--- config.mk ---
export PLATFORM = sky130hd
export DESIGN_NAME = dsp_debug_tap
export DESIGN_NICKNAME = d
export VERILOG_FILES = /design/src/rtl/dbg_cfg_pkg.sv /design/src/rtl/dbg_sample_pkg.sv /design/src/rtl/debug_settings.sv /design/src/rtl/phase_ramp_gen.sv /design/src/rtl/test_pattern_gen.sv /design/src/rtl/capture_select.sv /design/src/rtl/dsp_debug_tap.sv
export SDC_FILE = /design/constraint.sdc
export NUM_CORES = 1
export LEC_CHECK = 0
export ABC_CLOCK_PERIOD_IN_PS = 4100
export BUFFER_PORTS_ARGS = -buffer_cell sky130_fd_sc_hd__buf_2
export CORE_MARGIN = 4
export CORE_UTILIZATION = 29
export DETAILED_ROUTE_END_ITERATION = 16
export SLEW_MARGIN = 20
export SYNTH_ARGS = -nofsm -noshare
export SYNTH_HDL_FRONTEND = slang
export SYNTH_SLANG_ARGS = --single-unit
--- constraint.sdc ---
create_clock -name dsp_clk -period 4.1 [get_ports dsp_clk]
set_clock_uncertainty 0.2 [all_clocks]
set_input_delay 0.205 -clock dsp_clk [delete_from_list [all_inputs] [get_ports dsp_clk]]
set_output_delay 0.205 -clock dsp_clk [all_outputs]
set_load 0.03 [all_outputs]
--- src/rtl/dbg_cfg_pkg.sv ---
//////////////////////////////////////////////////////////////////////
// Debug tap configuration definitions
// Register map, mode encodings and the settings word layout
//////////////////////////////////////////////////////////////////////

package dbg_cfg_pkg;

   // One register write on the settings bus
   typedef struct packed {
      logic        stb;   // Write strobe
      logic [7:0]  addr;  // Register address
      logic [31:0] data;  // Write data
   } setting_bus_t;

   //////////////////////////////////////////////////////////////////////
   // Register map
   localparam logic [7:0] DBG_SR_BASE    = 8'd64;
   localparam logic [7:0] DBG_SR_MODE    = 8'd0;  // Capture source select
   localparam logic [7:0] DBG_SR_FREQ    = 8'd1;  // Tone phase step
   localparam logic [7:0] DBG_SR_ECHO    = 8'd2;  // Echo word, I low / Q high
   localparam logic [7:0] DBG_SR_TESTLEN = 8'd3;  // Burst length, log2

   // Values of the mode register, anything else falls to the default
   typedef enum logic [7:0] {
      MODE_ADC   = 8'd0,  // Raw ADC pass-through
      MODE_TONE  = 8'd1,  // Quadrature phase ramp
      MODE_BURST = 8'd2,  // Timed all-ones burst, then marker
      MODE_COUNT = 8'd3,  // Free-running up-counters
      MODE_ZERO  = 8'd4,  // All off
      MODE_ONES  = 8'd5,  // All on
      MODE_I_OFF = 8'd6,  // I off, Q on
      MODE_ECHO  = 8'd7   // Echo register contents
   } dbg_mode_e;

   typedef logic [15:0] phase_inc_t;  // Tone step per sample
   typedef logic [3:0]  burst_log_t;  // log2 of burst length

   // Live configuration seen by the datapath
   typedef struct packed {
      dbg_mode_e   mode;
      phase_inc_t  freq;
      logic [31:0] echo;
      burst_log_t  len_log;
   } dbg_cfg_t;

endpackage

--- src/rtl/dbg_sample_pkg.sv ---
//////////////////////////////////////////////////////////////////////
// Debug tap sample definitions
// Word widths, fixed patterns and output credit limits
//////////////////////////////////////////////////////////////////////

package dbg_sample_pkg;

   typedef logic [13:0] adc_word_t;  // Raw converter word
   typedef logic [14:0] dbg_word_t;  // One output component

   // I/Q pair as it leaves the tap
   typedef struct packed {
      dbg_word_t i;
      dbg_word_t q;
   } iq_sample_t;

   typedef logic [15:0] burst_count_t;

   localparam dbg_word_t DBG_ONES         = '1;
   localparam dbg_word_t DBG_MARK_I       = 15'h3EEF;  // End-of-burst marker
   localparam dbg_word_t DBG_MARK_Q       = 15'h3ABE;
   localparam dbg_word_t DBG_COUNT_Q_INIT = 15'h4000;  // Q counter starts half way

   // Q ramp leads I by 90 degrees
   localparam logic [15:0] DBG_QUARTER_TURN = 16'h4000;

   // Sink side credits
   typedef logic [3:0] credit_count_t;
   localparam credit_count_t DBG_MAX_CREDITS = 4'd15;

endpackage

--- src/rtl/debug_settings.sv ---
//////////////////////////////////////////////////////////////////////
// Debug tap settings registers
// Decodes settings bus writes into the tap configuration
//////////////////////////////////////////////////////////////////////

`timescale 1ns/1ps

module debug_settings
   import dbg_cfg_pkg::*;
(
   input  logic         dsp_clk,
   input  logic         dsp_rst,
   input  setting_bus_t set_i,         // Register write port
   output dbg_cfg_t     cfg_o,         // Current configuration
   output logic         burst_load_o   // Restart the burst
);

   logic wr_mode;
   logic wr_freq;
   logic wr_echo;
   logic wr_len;

   // Address decode, one hit per register
   always_comb begin
      wr_mode = set_i.stb && (set_i.addr == DBG_SR_BASE + DBG_SR_MODE);
      wr_freq = set_i.stb && (set_i.addr == DBG_SR_BASE + DBG_SR_FREQ);
      wr_echo = set_i.stb && (set_i.addr == DBG_SR_BASE + DBG_SR_ECHO);
      wr_len  = set_i.stb && (set_i.addr == DBG_SR_BASE + DBG_SR_TESTLEN);
   end

   //////////////////////////////////////////////////////////////////////
   // Configuration registers
   always_ff @(posedge dsp_clk) begin
      if (dsp_rst) begin
         cfg_o.mode    <= MODE_ADC;
         cfg_o.freq    <= '0;
         cfg_o.echo    <= '0;
         cfg_o.len_log <= '0;
         burst_load_o  <= 1'b0;
      end else begin
         burst_load_o <= 1'b0;  // Single cycle pulse
         if (wr_mode) begin
            cfg_o.mode <= dbg_mode_e'(set_i.data[7:0]);
            // Every burst write restarts, even when already in burst
            if (set_i.data[7:0] == MODE_BURST) begin
               burst_load_o <= 1'b1;
            end
         end
         if (wr_freq) begin
            cfg_o.freq <= set_i.data[15:0];
         end
         if (wr_echo) begin
            cfg_o.echo <= set_i.data;
         end
         if (wr_len) begin
            cfg_o.len_log <= set_i.data[3:0];  // Up to 2^15 samples
         end
      end
   end

endmodule

--- src/rtl/phase_ramp_gen.sv ---
//////////////////////////////////////////////////////////////////////
// Quadrature tone source
// Phase accumulator with I and Q ramps a quarter turn apart
//////////////////////////////////////////////////////////////////////

`timescale 1ns/1ps

module phase_ramp_gen
   import dbg_cfg_pkg::*;
   import dbg_sample_pkg::*;
(
   input  logic       dsp_clk,
   input  logic       dsp_rst,
   input  phase_inc_t freq_i,     // Step per sent sample
   input  logic       advance_i,  // Sample taken this cycle
   output iq_sample_t tone_o
);

   phase_inc_t phase;    // Accumulated phase, I channel
   phase_inc_t phase_q;  // Shifted copy for Q

   // Accumulator only moves when the selector takes a sample
   always_ff @(posedge dsp_clk) begin
      if (dsp_rst) begin
         phase <= '0;
      end else if (advance_i) begin
         phase <= phase + freq_i;  // Wraps mod 2^16
      end
   end

   // Quarter turn offset, wraps naturally in 16 bits
   assign phase_q = phase + DBG_QUARTER_TURN;

   // Top 15 bits of each phase
   assign tone_o.i = phase[15:1];
   assign tone_o.q = phase_q[15:1];

endmodule

--- src/rtl/test_pattern_gen.sv ---
//////////////////////////////////////////////////////////////////////
// Counter pattern source
// I/Q up-counters and the burst length down-counter
//////////////////////////////////////////////////////////////////////

`timescale 1ns/1ps

module test_pattern_gen
   import dbg_cfg_pkg::*;
   import dbg_sample_pkg::*;
(
   input  logic       dsp_clk,
   input  logic       dsp_rst,
   input  logic       advance_i,       // Sample taken this cycle
   input  logic       burst_load_i,    // Reload burst length
   input  burst_log_t len_log_i,       // log2 of burst length
   output iq_sample_t count_o,         // Current counter pair
   output logic       burst_active_o   // Burst still running
);

   dbg_word_t    cnt_i;
   dbg_word_t    cnt_q;
   burst_count_t burst_cnt;

   //////////////////////////////////////////////////////////////////////
   // Up-counters, step on every sent sample whatever the mode
   always_ff @(posedge dsp_clk) begin
      if (dsp_rst) begin
         cnt_i <= '0;
         cnt_q <= DBG_COUNT_Q_INIT;
      end else if (advance_i) begin
         cnt_i <= cnt_i + 1'b1;  // Free wrap at 15 bits
         cnt_q <= cnt_q + 1'b1;
      end
   end

   assign count_o.i = cnt_i;
   assign count_o.q = cnt_q;

   //////////////////////////////////////////////////////////////////////
   // Burst length counter
   always_ff @(posedge dsp_clk) begin
      if (dsp_rst) begin
         burst_cnt <= '0;
      end else if (burst_load_i) begin
         burst_cnt <= burst_count_t'(1) << len_log_i;  // 2^len_log
      end else if (advance_i && (burst_cnt != '0)) begin
         burst_cnt <= burst_cnt - 1'b1;
      end
   end

   // Last ones sample goes out while count is 1
   assign burst_active_o = (burst_cnt != '0);

endmodule

--- src/rtl/capture_select.sv ---
//////////////////////////////////////////////////////////////////////
// Capture selector
// Picks the source by mode, spends sink credits and registers
// one output sample per credit
//////////////////////////////////////////////////////////////////////

`timescale 1ns/1ps

module capture_select
   import dbg_cfg_pkg::*;
   import dbg_sample_pkg::*;
(
   input  logic        dsp_clk,
   input  logic        dsp_rst,
   input  dbg_mode_e   mode_i,          // Source select
   input  logic [31:0] echo_i,          // Echo register
   input  adc_word_t   adc_a_i,
   input  adc_word_t   adc_b_i,
   input  iq_sample_t  tone_i,          // Phase ramp source
   input  iq_sample_t  count_i,         // Counter source
   input  logic        burst_active_i,
   input  logic        credit_i,        // One free slot at the sink
   output logic        advance_o,       // Step both sources
   output logic        dbg_valid_o,
   output iq_sample_t  dbg_sample_o
);

   credit_count_t credit_cnt;
   logic          send;
   iq_sample_t    sel_sample;

   //////////////////////////////////////////////////////////////////////
   // Credit tracking
   assign send      = (credit_cnt != '0);  // Any credit left, send now
   assign advance_o = send;

   always_ff @(posedge dsp_clk) begin
      if (dsp_rst) begin
         credit_cnt  <= '0;
         dbg_valid_o <= 1'b0;
      end else begin
         dbg_valid_o <= send;
         case ({credit_i, send})
            2'b10: begin
               if (credit_cnt != DBG_MAX_CREDITS) begin  // Saturate
                  credit_cnt <= credit_cnt + 1'b1;
               end
            end
            2'b01: credit_cnt <= credit_cnt - 1'b1;
            default: ;  // Grant and spend cancel, or idle
         endcase
      end
   end

   //////////////////////////////////////////////////////////////////////
   // Source select
   always_comb begin
      case (mode_i)
         MODE_ADC: begin
            sel_sample.i = {adc_a_i[13], adc_a_i};  // Sign extend
            sel_sample.q = {adc_b_i[13], adc_b_i};
         end
         MODE_TONE:  sel_sample = tone_i;
         MODE_BURST: begin
            if (burst_active_i) begin
               sel_sample.i = DBG_ONES;
               sel_sample.q = DBG_ONES;
            end else begin
               sel_sample.i = DBG_MARK_I;  // Burst done marker
               sel_sample.q = DBG_MARK_Q;
            end
         end
         MODE_COUNT: sel_sample = count_i;
         MODE_ZERO: begin
            sel_sample.i = '0;
            sel_sample.q = '0;
         end
         MODE_ONES: begin
            sel_sample.i = DBG_ONES;
            sel_sample.q = DBG_ONES;
         end
         MODE_I_OFF: begin
            sel_sample.i = '0;
            sel_sample.q = DBG_ONES;
         end
         MODE_ECHO: begin
            sel_sample.i = echo_i[14:0];
            sel_sample.q = echo_i[30:16];
         end
         default: begin
            // A channel shifted up one bit on both outputs
            sel_sample.i = {adc_a_i, 1'b0};
            sel_sample.q = {adc_a_i, 1'b0};
         end
      endcase
   end

   // Output word, loaded only when a sample is sent
   always_ff @(posedge dsp_clk) begin
      if (send) begin
         dbg_sample_o <= sel_sample;
      end
   end

endmodule

--- src/rtl/dsp_debug_tap.sv ---
//////////////////////////////////////////////////////////////////////
// Debug capture tap top level
// Streams a selected I/Q source to the capture port under credits
//////////////////////////////////////////////////////////////////////

`timescale 1ns/1ps

module dsp_debug_tap
   import dbg_cfg_pkg::*;
   import dbg_sample_pkg::*;
(
   input  logic         dsp_clk,
   input  logic         dsp_rst,
   input  setting_bus_t set_i,         // Register writes
   input  adc_word_t    adc_a_i,
   input  adc_word_t    adc_b_i,
   input  logic         credit_i,      // Sink credit pulse
   output logic         dbg_valid_o,
   output iq_sample_t   dbg_sample_o
);

   dbg_cfg_t   cfg;
   logic       burst_load;
   logic       advance;       // Sample sent, sources step
   iq_sample_t tone;
   iq_sample_t count;
   logic       burst_active;

   debug_settings i_settings (
      .dsp_clk      (dsp_clk),
      .dsp_rst      (dsp_rst),
      .set_i        (set_i),
      .cfg_o        (cfg),
      .burst_load_o (burst_load)
   );

   phase_ramp_gen i_ramp (
      .dsp_clk   (dsp_clk),
      .dsp_rst   (dsp_rst),
      .freq_i    (cfg.freq),
      .advance_i (advance),
      .tone_o    (tone)
   );

   test_pattern_gen i_pattern (
      .dsp_clk        (dsp_clk),
      .dsp_rst        (dsp_rst),
      .advance_i      (advance),
      .burst_load_i   (burst_load),
      .len_log_i      (cfg.len_log),
      .count_o        (count),
      .burst_active_o (burst_active)
   );

   capture_select i_select (
      .dsp_clk        (dsp_clk),
      .dsp_rst        (dsp_rst),
      .mode_i         (cfg.mode),
      .echo_i         (cfg.echo),
      .adc_a_i        (adc_a_i),
      .adc_b_i        (adc_b_i),
      .tone_i         (tone),
      .count_i        (count),
      .burst_active_i (burst_active),
      .credit_i       (credit_i),
      .advance_o      (advance),
      .dbg_valid_o    (dbg_valid_o),
      .dbg_sample_o   (dbg_sample_o)
   );

endmodule

### After elaboration in Yosys (flattened, before gate mapping)

Cells that the tools add are included.
Widths: inputs -> output; s select.

| storage, ports and cells | value |
|---|---|
| input port bits | 72 |
| RAM bits | 0 |
| word-level logic and storage cells | 57 |
| latch bits | 0 |
| memories | 0 |
| output and inout port bits | 31 |
| memory bits (read-only) | 0 |
| flip-flop bits (word level) | 157 |

| operators by class | value |
|---|---|
| multipliers | 0 |
| divide/modulo/power cells | 0 |
| mux-type cells | 7 |
| shifts and indexed selects | 1 |
| add/sub/neg operators | 7 |
| order comparisons | 0 |
| reduce and logical (&&, ||, !) cells | 12 |
| bitwise operators | 1 |
| equality and inequality tests | 16 |

Operator list:

| cell | number |
|---|---|
| $pmux 30 s8 | 1 |
| $eq 8x3->1 const B | 4 |
| $eq 8x7->1 const B | 4 |
| $mux 16 | 2 |
| $add 15x1->15 const B | 2 |
| $mux 30 | 1 |
| $eq 8x2->1 const B | 3 |
| $add 16x15->16 const B | 1 |
| $add 16x16->16 | 1 |
| $reduce_bool 16->1 | 1 |
| $shl 1x4->16 const A | 1 |
| $sub 16x1->16 const B | 1 |
| $eq 8x1->1 const B | 1 |
| $logic_not 8->1 | 1 |
| $pmux 4 s2 | 1 |
| $logic_and 1x1->1 | 5 |
| $add 4x1->4 const B | 1 |
| $mux 4 | 1 |
| $ne 4x4->1 const B | 1 |
| $reduce_bool 2->1 | 2 |
| $reduce_bool 4->1 | 1 |
| $sub 4x1->4 const B | 1 |
| $eq 2x1->1 const B | 1 |
| $eq 2x2->1 const B | 1 |
| other kinds (5) | 5 |

### Longest topological paths before layout

| logic depth | value |
|---|---|
| depth in word-level cells | 4 |
| gate-level depth with buffers | 9 |
| gate-level depth less buffers | 8 |

### By module

Synthesis repeated with hierarchy kept, for this count alone.

| unflattened totals | value |
|---|---|
| cells, all modules | 1008 |
| area total of the unflattened synthesis | 8971.1 µm² |

Modules (own cells, without submodules):

| module | instances | cells an instance | area each (µm²) | sequential area each (µm²) |
|---|---|---|---|---|
| debug_settings | 1 | 240 | 2606.2 | 1221.2 |
| capture_select | 1 | 293 | 2503.7 | 1001.0 |
| test_pattern_gen | 1 | 287 | 2339.7 | 920.9 |
| phase_ramp_gen | 1 | 188 | 1521.5 | 320.3 |

### Least setup slack after synthesis

OpenSTA, ideal clock, no wires.

| timing path | value |
|---|---|
| kind | reg-to-reg |
| start point | register i_pattern.burst_cnt[0] |
| end point | register i_select.dbg_sample_o[10] (netlist name) |
| buffers on the path | 0 |
| path slack | 1.602 ns |
| stages on the path, launching flop included | 9 |
| data required time | 3.634 ns |
| clock period less this slack | 2.498 ns |
| arrival time | 2.032 ns |
| library setup time | 0.266 ns |
| cell sequence | dfxtp_1 -> inv_1 -> ha_1 -> or3b_2 -> nor2b_1 -> and3_1 -> a211o_1 -> a21oi_1 -> or3b_1 |

RTL lines:

| item | line | text |
|---|---|---|
| start: declaration | test_pattern_gen.sv:23 | `burst_count_t burst_cnt;` |
| start signal: assignment | test_pattern_gen.sv:46 | `burst_cnt <= burst_count_t'(1) << len_log_i;` |
| start signal: assignment | test_pattern_gen.sv:48 | `burst_cnt <= burst_cnt - 1'b1;` |

==> results.md <==
- Max Freq: around 350 MHz
- Number of CTS-inserted buffers: 17
- Fin. max-slew vios: 0
- #FFs+latches synth: 156
- Clk_lat worst skew: 0.43 ns
- Area of the die: 29,360 µm²
- Remaining antenna violation count: 0
- Number of global-route vias before repair: 6,459
- Nets: 1,081
- Most common cell after layout, fill and taps aside: dfxtp_1
- Outcome: completed
- PnR worst setup slack: 1.223 ns
- DR WL/cell: 16.63 µm
- VDD IR-drop max: 0.0003197 V
- Vias per cell: 5.126
- Longest Clk Path Bufs: 2
- H-tree lvl count: 4
- Leak: about 0.0037 µW
- CTS tree: yes
- Sequential element share of the synthesized area: 0.4424
- RSZ-0062 raised after global routing: no
- Syn_nets: 972
- Critical Path Fanout Max: 6
- EDFF count, synth: 30
- Hold Path Depth: 3
- Post-Place Cell Area: 8524 µm²
- Clock Tree Root: clkbuf_16
- Layout cells sized above 1: 0.1617
- Critical path endpoint category: flop
- Total global routing overflow: 0
- Layout overhead on the synthesized area: 22.30%
- I/O pin count: 103
- Final WL: 22,240 µm
- Finished Core Util: 0.3621
- Final setup fails: 0
- Pre-CTS setup slack: about 1.2 ns
- Vias: between 6,000 and 7,000
- Synth area leader: dfxtp_1
- WL met2: 9921 µm
- Syn Inst Count: 880
- Max_slew headroom: 0.3576
- Ant. Diodes: 0
- Mean Syn Cell Area: roughly 8.8 µm²
- First-pass GRT wire length: 35,320 µm
- Hold Path Class: input port to flop
- Core box area: 26,130 µm²
- Worst EP arrival: around 2.9 ns
- Pre-antenna DRT Iters: 5
- Reg2reg path depth: 8
- Initial DRC count: 594
- Hold Violations, Final: 0
- DR DRC count: 0
- Die height: ~170 µm
- Fin crit period: ~2.9 ns
- Area contributors post-synth: dfxtp_1 (33%), edfxtp_1 (12%), nand2_1 (5.4%), nor2_1 (5.0%), a21oi_1 (4.8%)
- Max-cap violations: 0
- Clock sink count: roughly 160
- Placer Congestion: 0.8805
- Clk pin slew, worst setup/hold paths: 0.07 ns
- Yosys warnings: 0
- Post-Syn Area: 7737 µm²
- # hold bufs at CTS: 37
- Commonest non-fill, non-tap cells in the layout: dfxtp_1 (126), nand2_1 (111), nor2_1 (103)
- CP Launch Type: flop
- Met3 routed WL: 1330 µm
- Buffers on Ports: 101
- Die width: about 170 µm
- WS Path Type: flop to flop
- Tcrit/Tclk final: 0.7016
- Routed metal-1 wirelength: 10,450 µm
- Post-synth top area share: 0.3260
- Post-CTS setup repair buffer count: 0
- Initial antenna violation count: 0
- PD cells: approximately 540 nW/µm²
- Largest net degree at the start of global routing: 89
- Post-CTS resize count: 0
- Post-route cell area: 9463 µm²
- Library cells used by synthesis: 64
- Top sig layer: met4
- HPWL after DPL: 16,190 µm
- TNS Setup: 0 ns
- Post-synthesis async set-or-reset flop share: 0
- Actual slew at the worst max-slew pin: 0.9613 ns
- Initial Util: 0.2961
- Worst EP required: 4.08 ns
- Commonest register cell after synthesis: dfxtp_1
- Cell row count: 59
- Gr usage total: 0.1518
## cell type report
cell class,count,area [µm²]
fill,2735,16670
multi-input combinational,656,4065
tap,335,419.2
clock buffer,19,442.9
sequential,156,3423
clock inverter,13,125.1
inverter,11,41.29
timing repair buffer,147,945.9
## synthesized netlist by cell type, drive strengths merged (8+ instances only)
library cell / number
a21oi: 74
mux2i: 30
a31oi: 8
a211oi: 8
nand2: 112
dfxtp: 126
xnor2: 21
nor2b: 8
a22o: 11
and3: 13
nor2: 104
clkbuf: 47
nor3: 17
nand3b: 8
nand3: 28
buf: 10
ha: 19
a221o: 19
o22ai: 14
o211ai: 11
nand4: 12
inv: 9
edfxtp: 30
a222oi: 8
xor2: 22
o21ai: 30
## worst max-delay path: stages (launching register included)
cell and delay (ns):
dfxtp_1 0.34, inv_1 0.06, ha_1 0.16, or3b_2 0.50, nor2b_1 0.35, and3_1 0.32
a211o_1 0.15, a21oi_1 0.14, or3b_1 0.42
## final timing paths
| path | from | endpoint | slack [ns] |
|---|---|---|---|
| worst max-delay path | i_pattern.burst_cnt[0] | i_select.dbg_sample_o[6] | 1.22 |
| worst min-delay path | adc_a_i[13] | i_select.dbg_sample_o[29] | 0.03 |
| worst max register to register | i_pattern.burst_cnt[0] | i_select.dbg_sample_o[6] | 1.22 |
| worst min register to register | i_settings.cfg_o[28] | i_settings.cfg_o[28] | 0.26 |
## metrics by stage
stage | power (µW) | std cells | hold WS, ns
after global routing | 5375 | 1337 | 0.02428
after floorplan | 3176 | 880 | 0.1410
final | 5085 | 1337 | 0.03112
after global placement | 3557 | 1268 | 0.2370
after CTS | 5137 | 1337 | 0.001672
after detailed placement | 3580 | 1268 | 0.2499
## sequential cells by signal, indices dropped and copies added, names as in the netlist
register	flops
i_settings.burst_load_o	1
i_ramp.phase	16
i_pattern.cnt_q	15
i_pattern.burst_cnt	16
i_settings.cfg_o	58
i_pattern.cnt_i	15
i_select.dbg_sample_o	30
i_select.dbg_valid_o	1
i_select.credit_cnt	4
## power by group
group	total (µW)	switching (µW)	internal [µW]	leakage (µW)
Clock	1520	697	819	0.000278
Combinational	1580	1020	552	0.00215
Sequential	1990	145	1850	0.00131
## kinds of logic after synthesis
family,synth area share
AND/OR/NAND/NOR,0.2136
AO/OA/AOI/OAI,0.1861
flip-flops,0.4424
buffers and inverters,0.03461
XOR/XNOR,0.04964
multiplexers,0.04027
adder cells (fa/ha/maj),0.03331
## layer usage
metal,global-route usage,vias to the layer above
met2,0.2322,220
met5,0,-
met1,0.2183,3167
li1,-,3429
met4,0.04547,0
met3,0.02850,38
(Power assumes the default switching activity.)
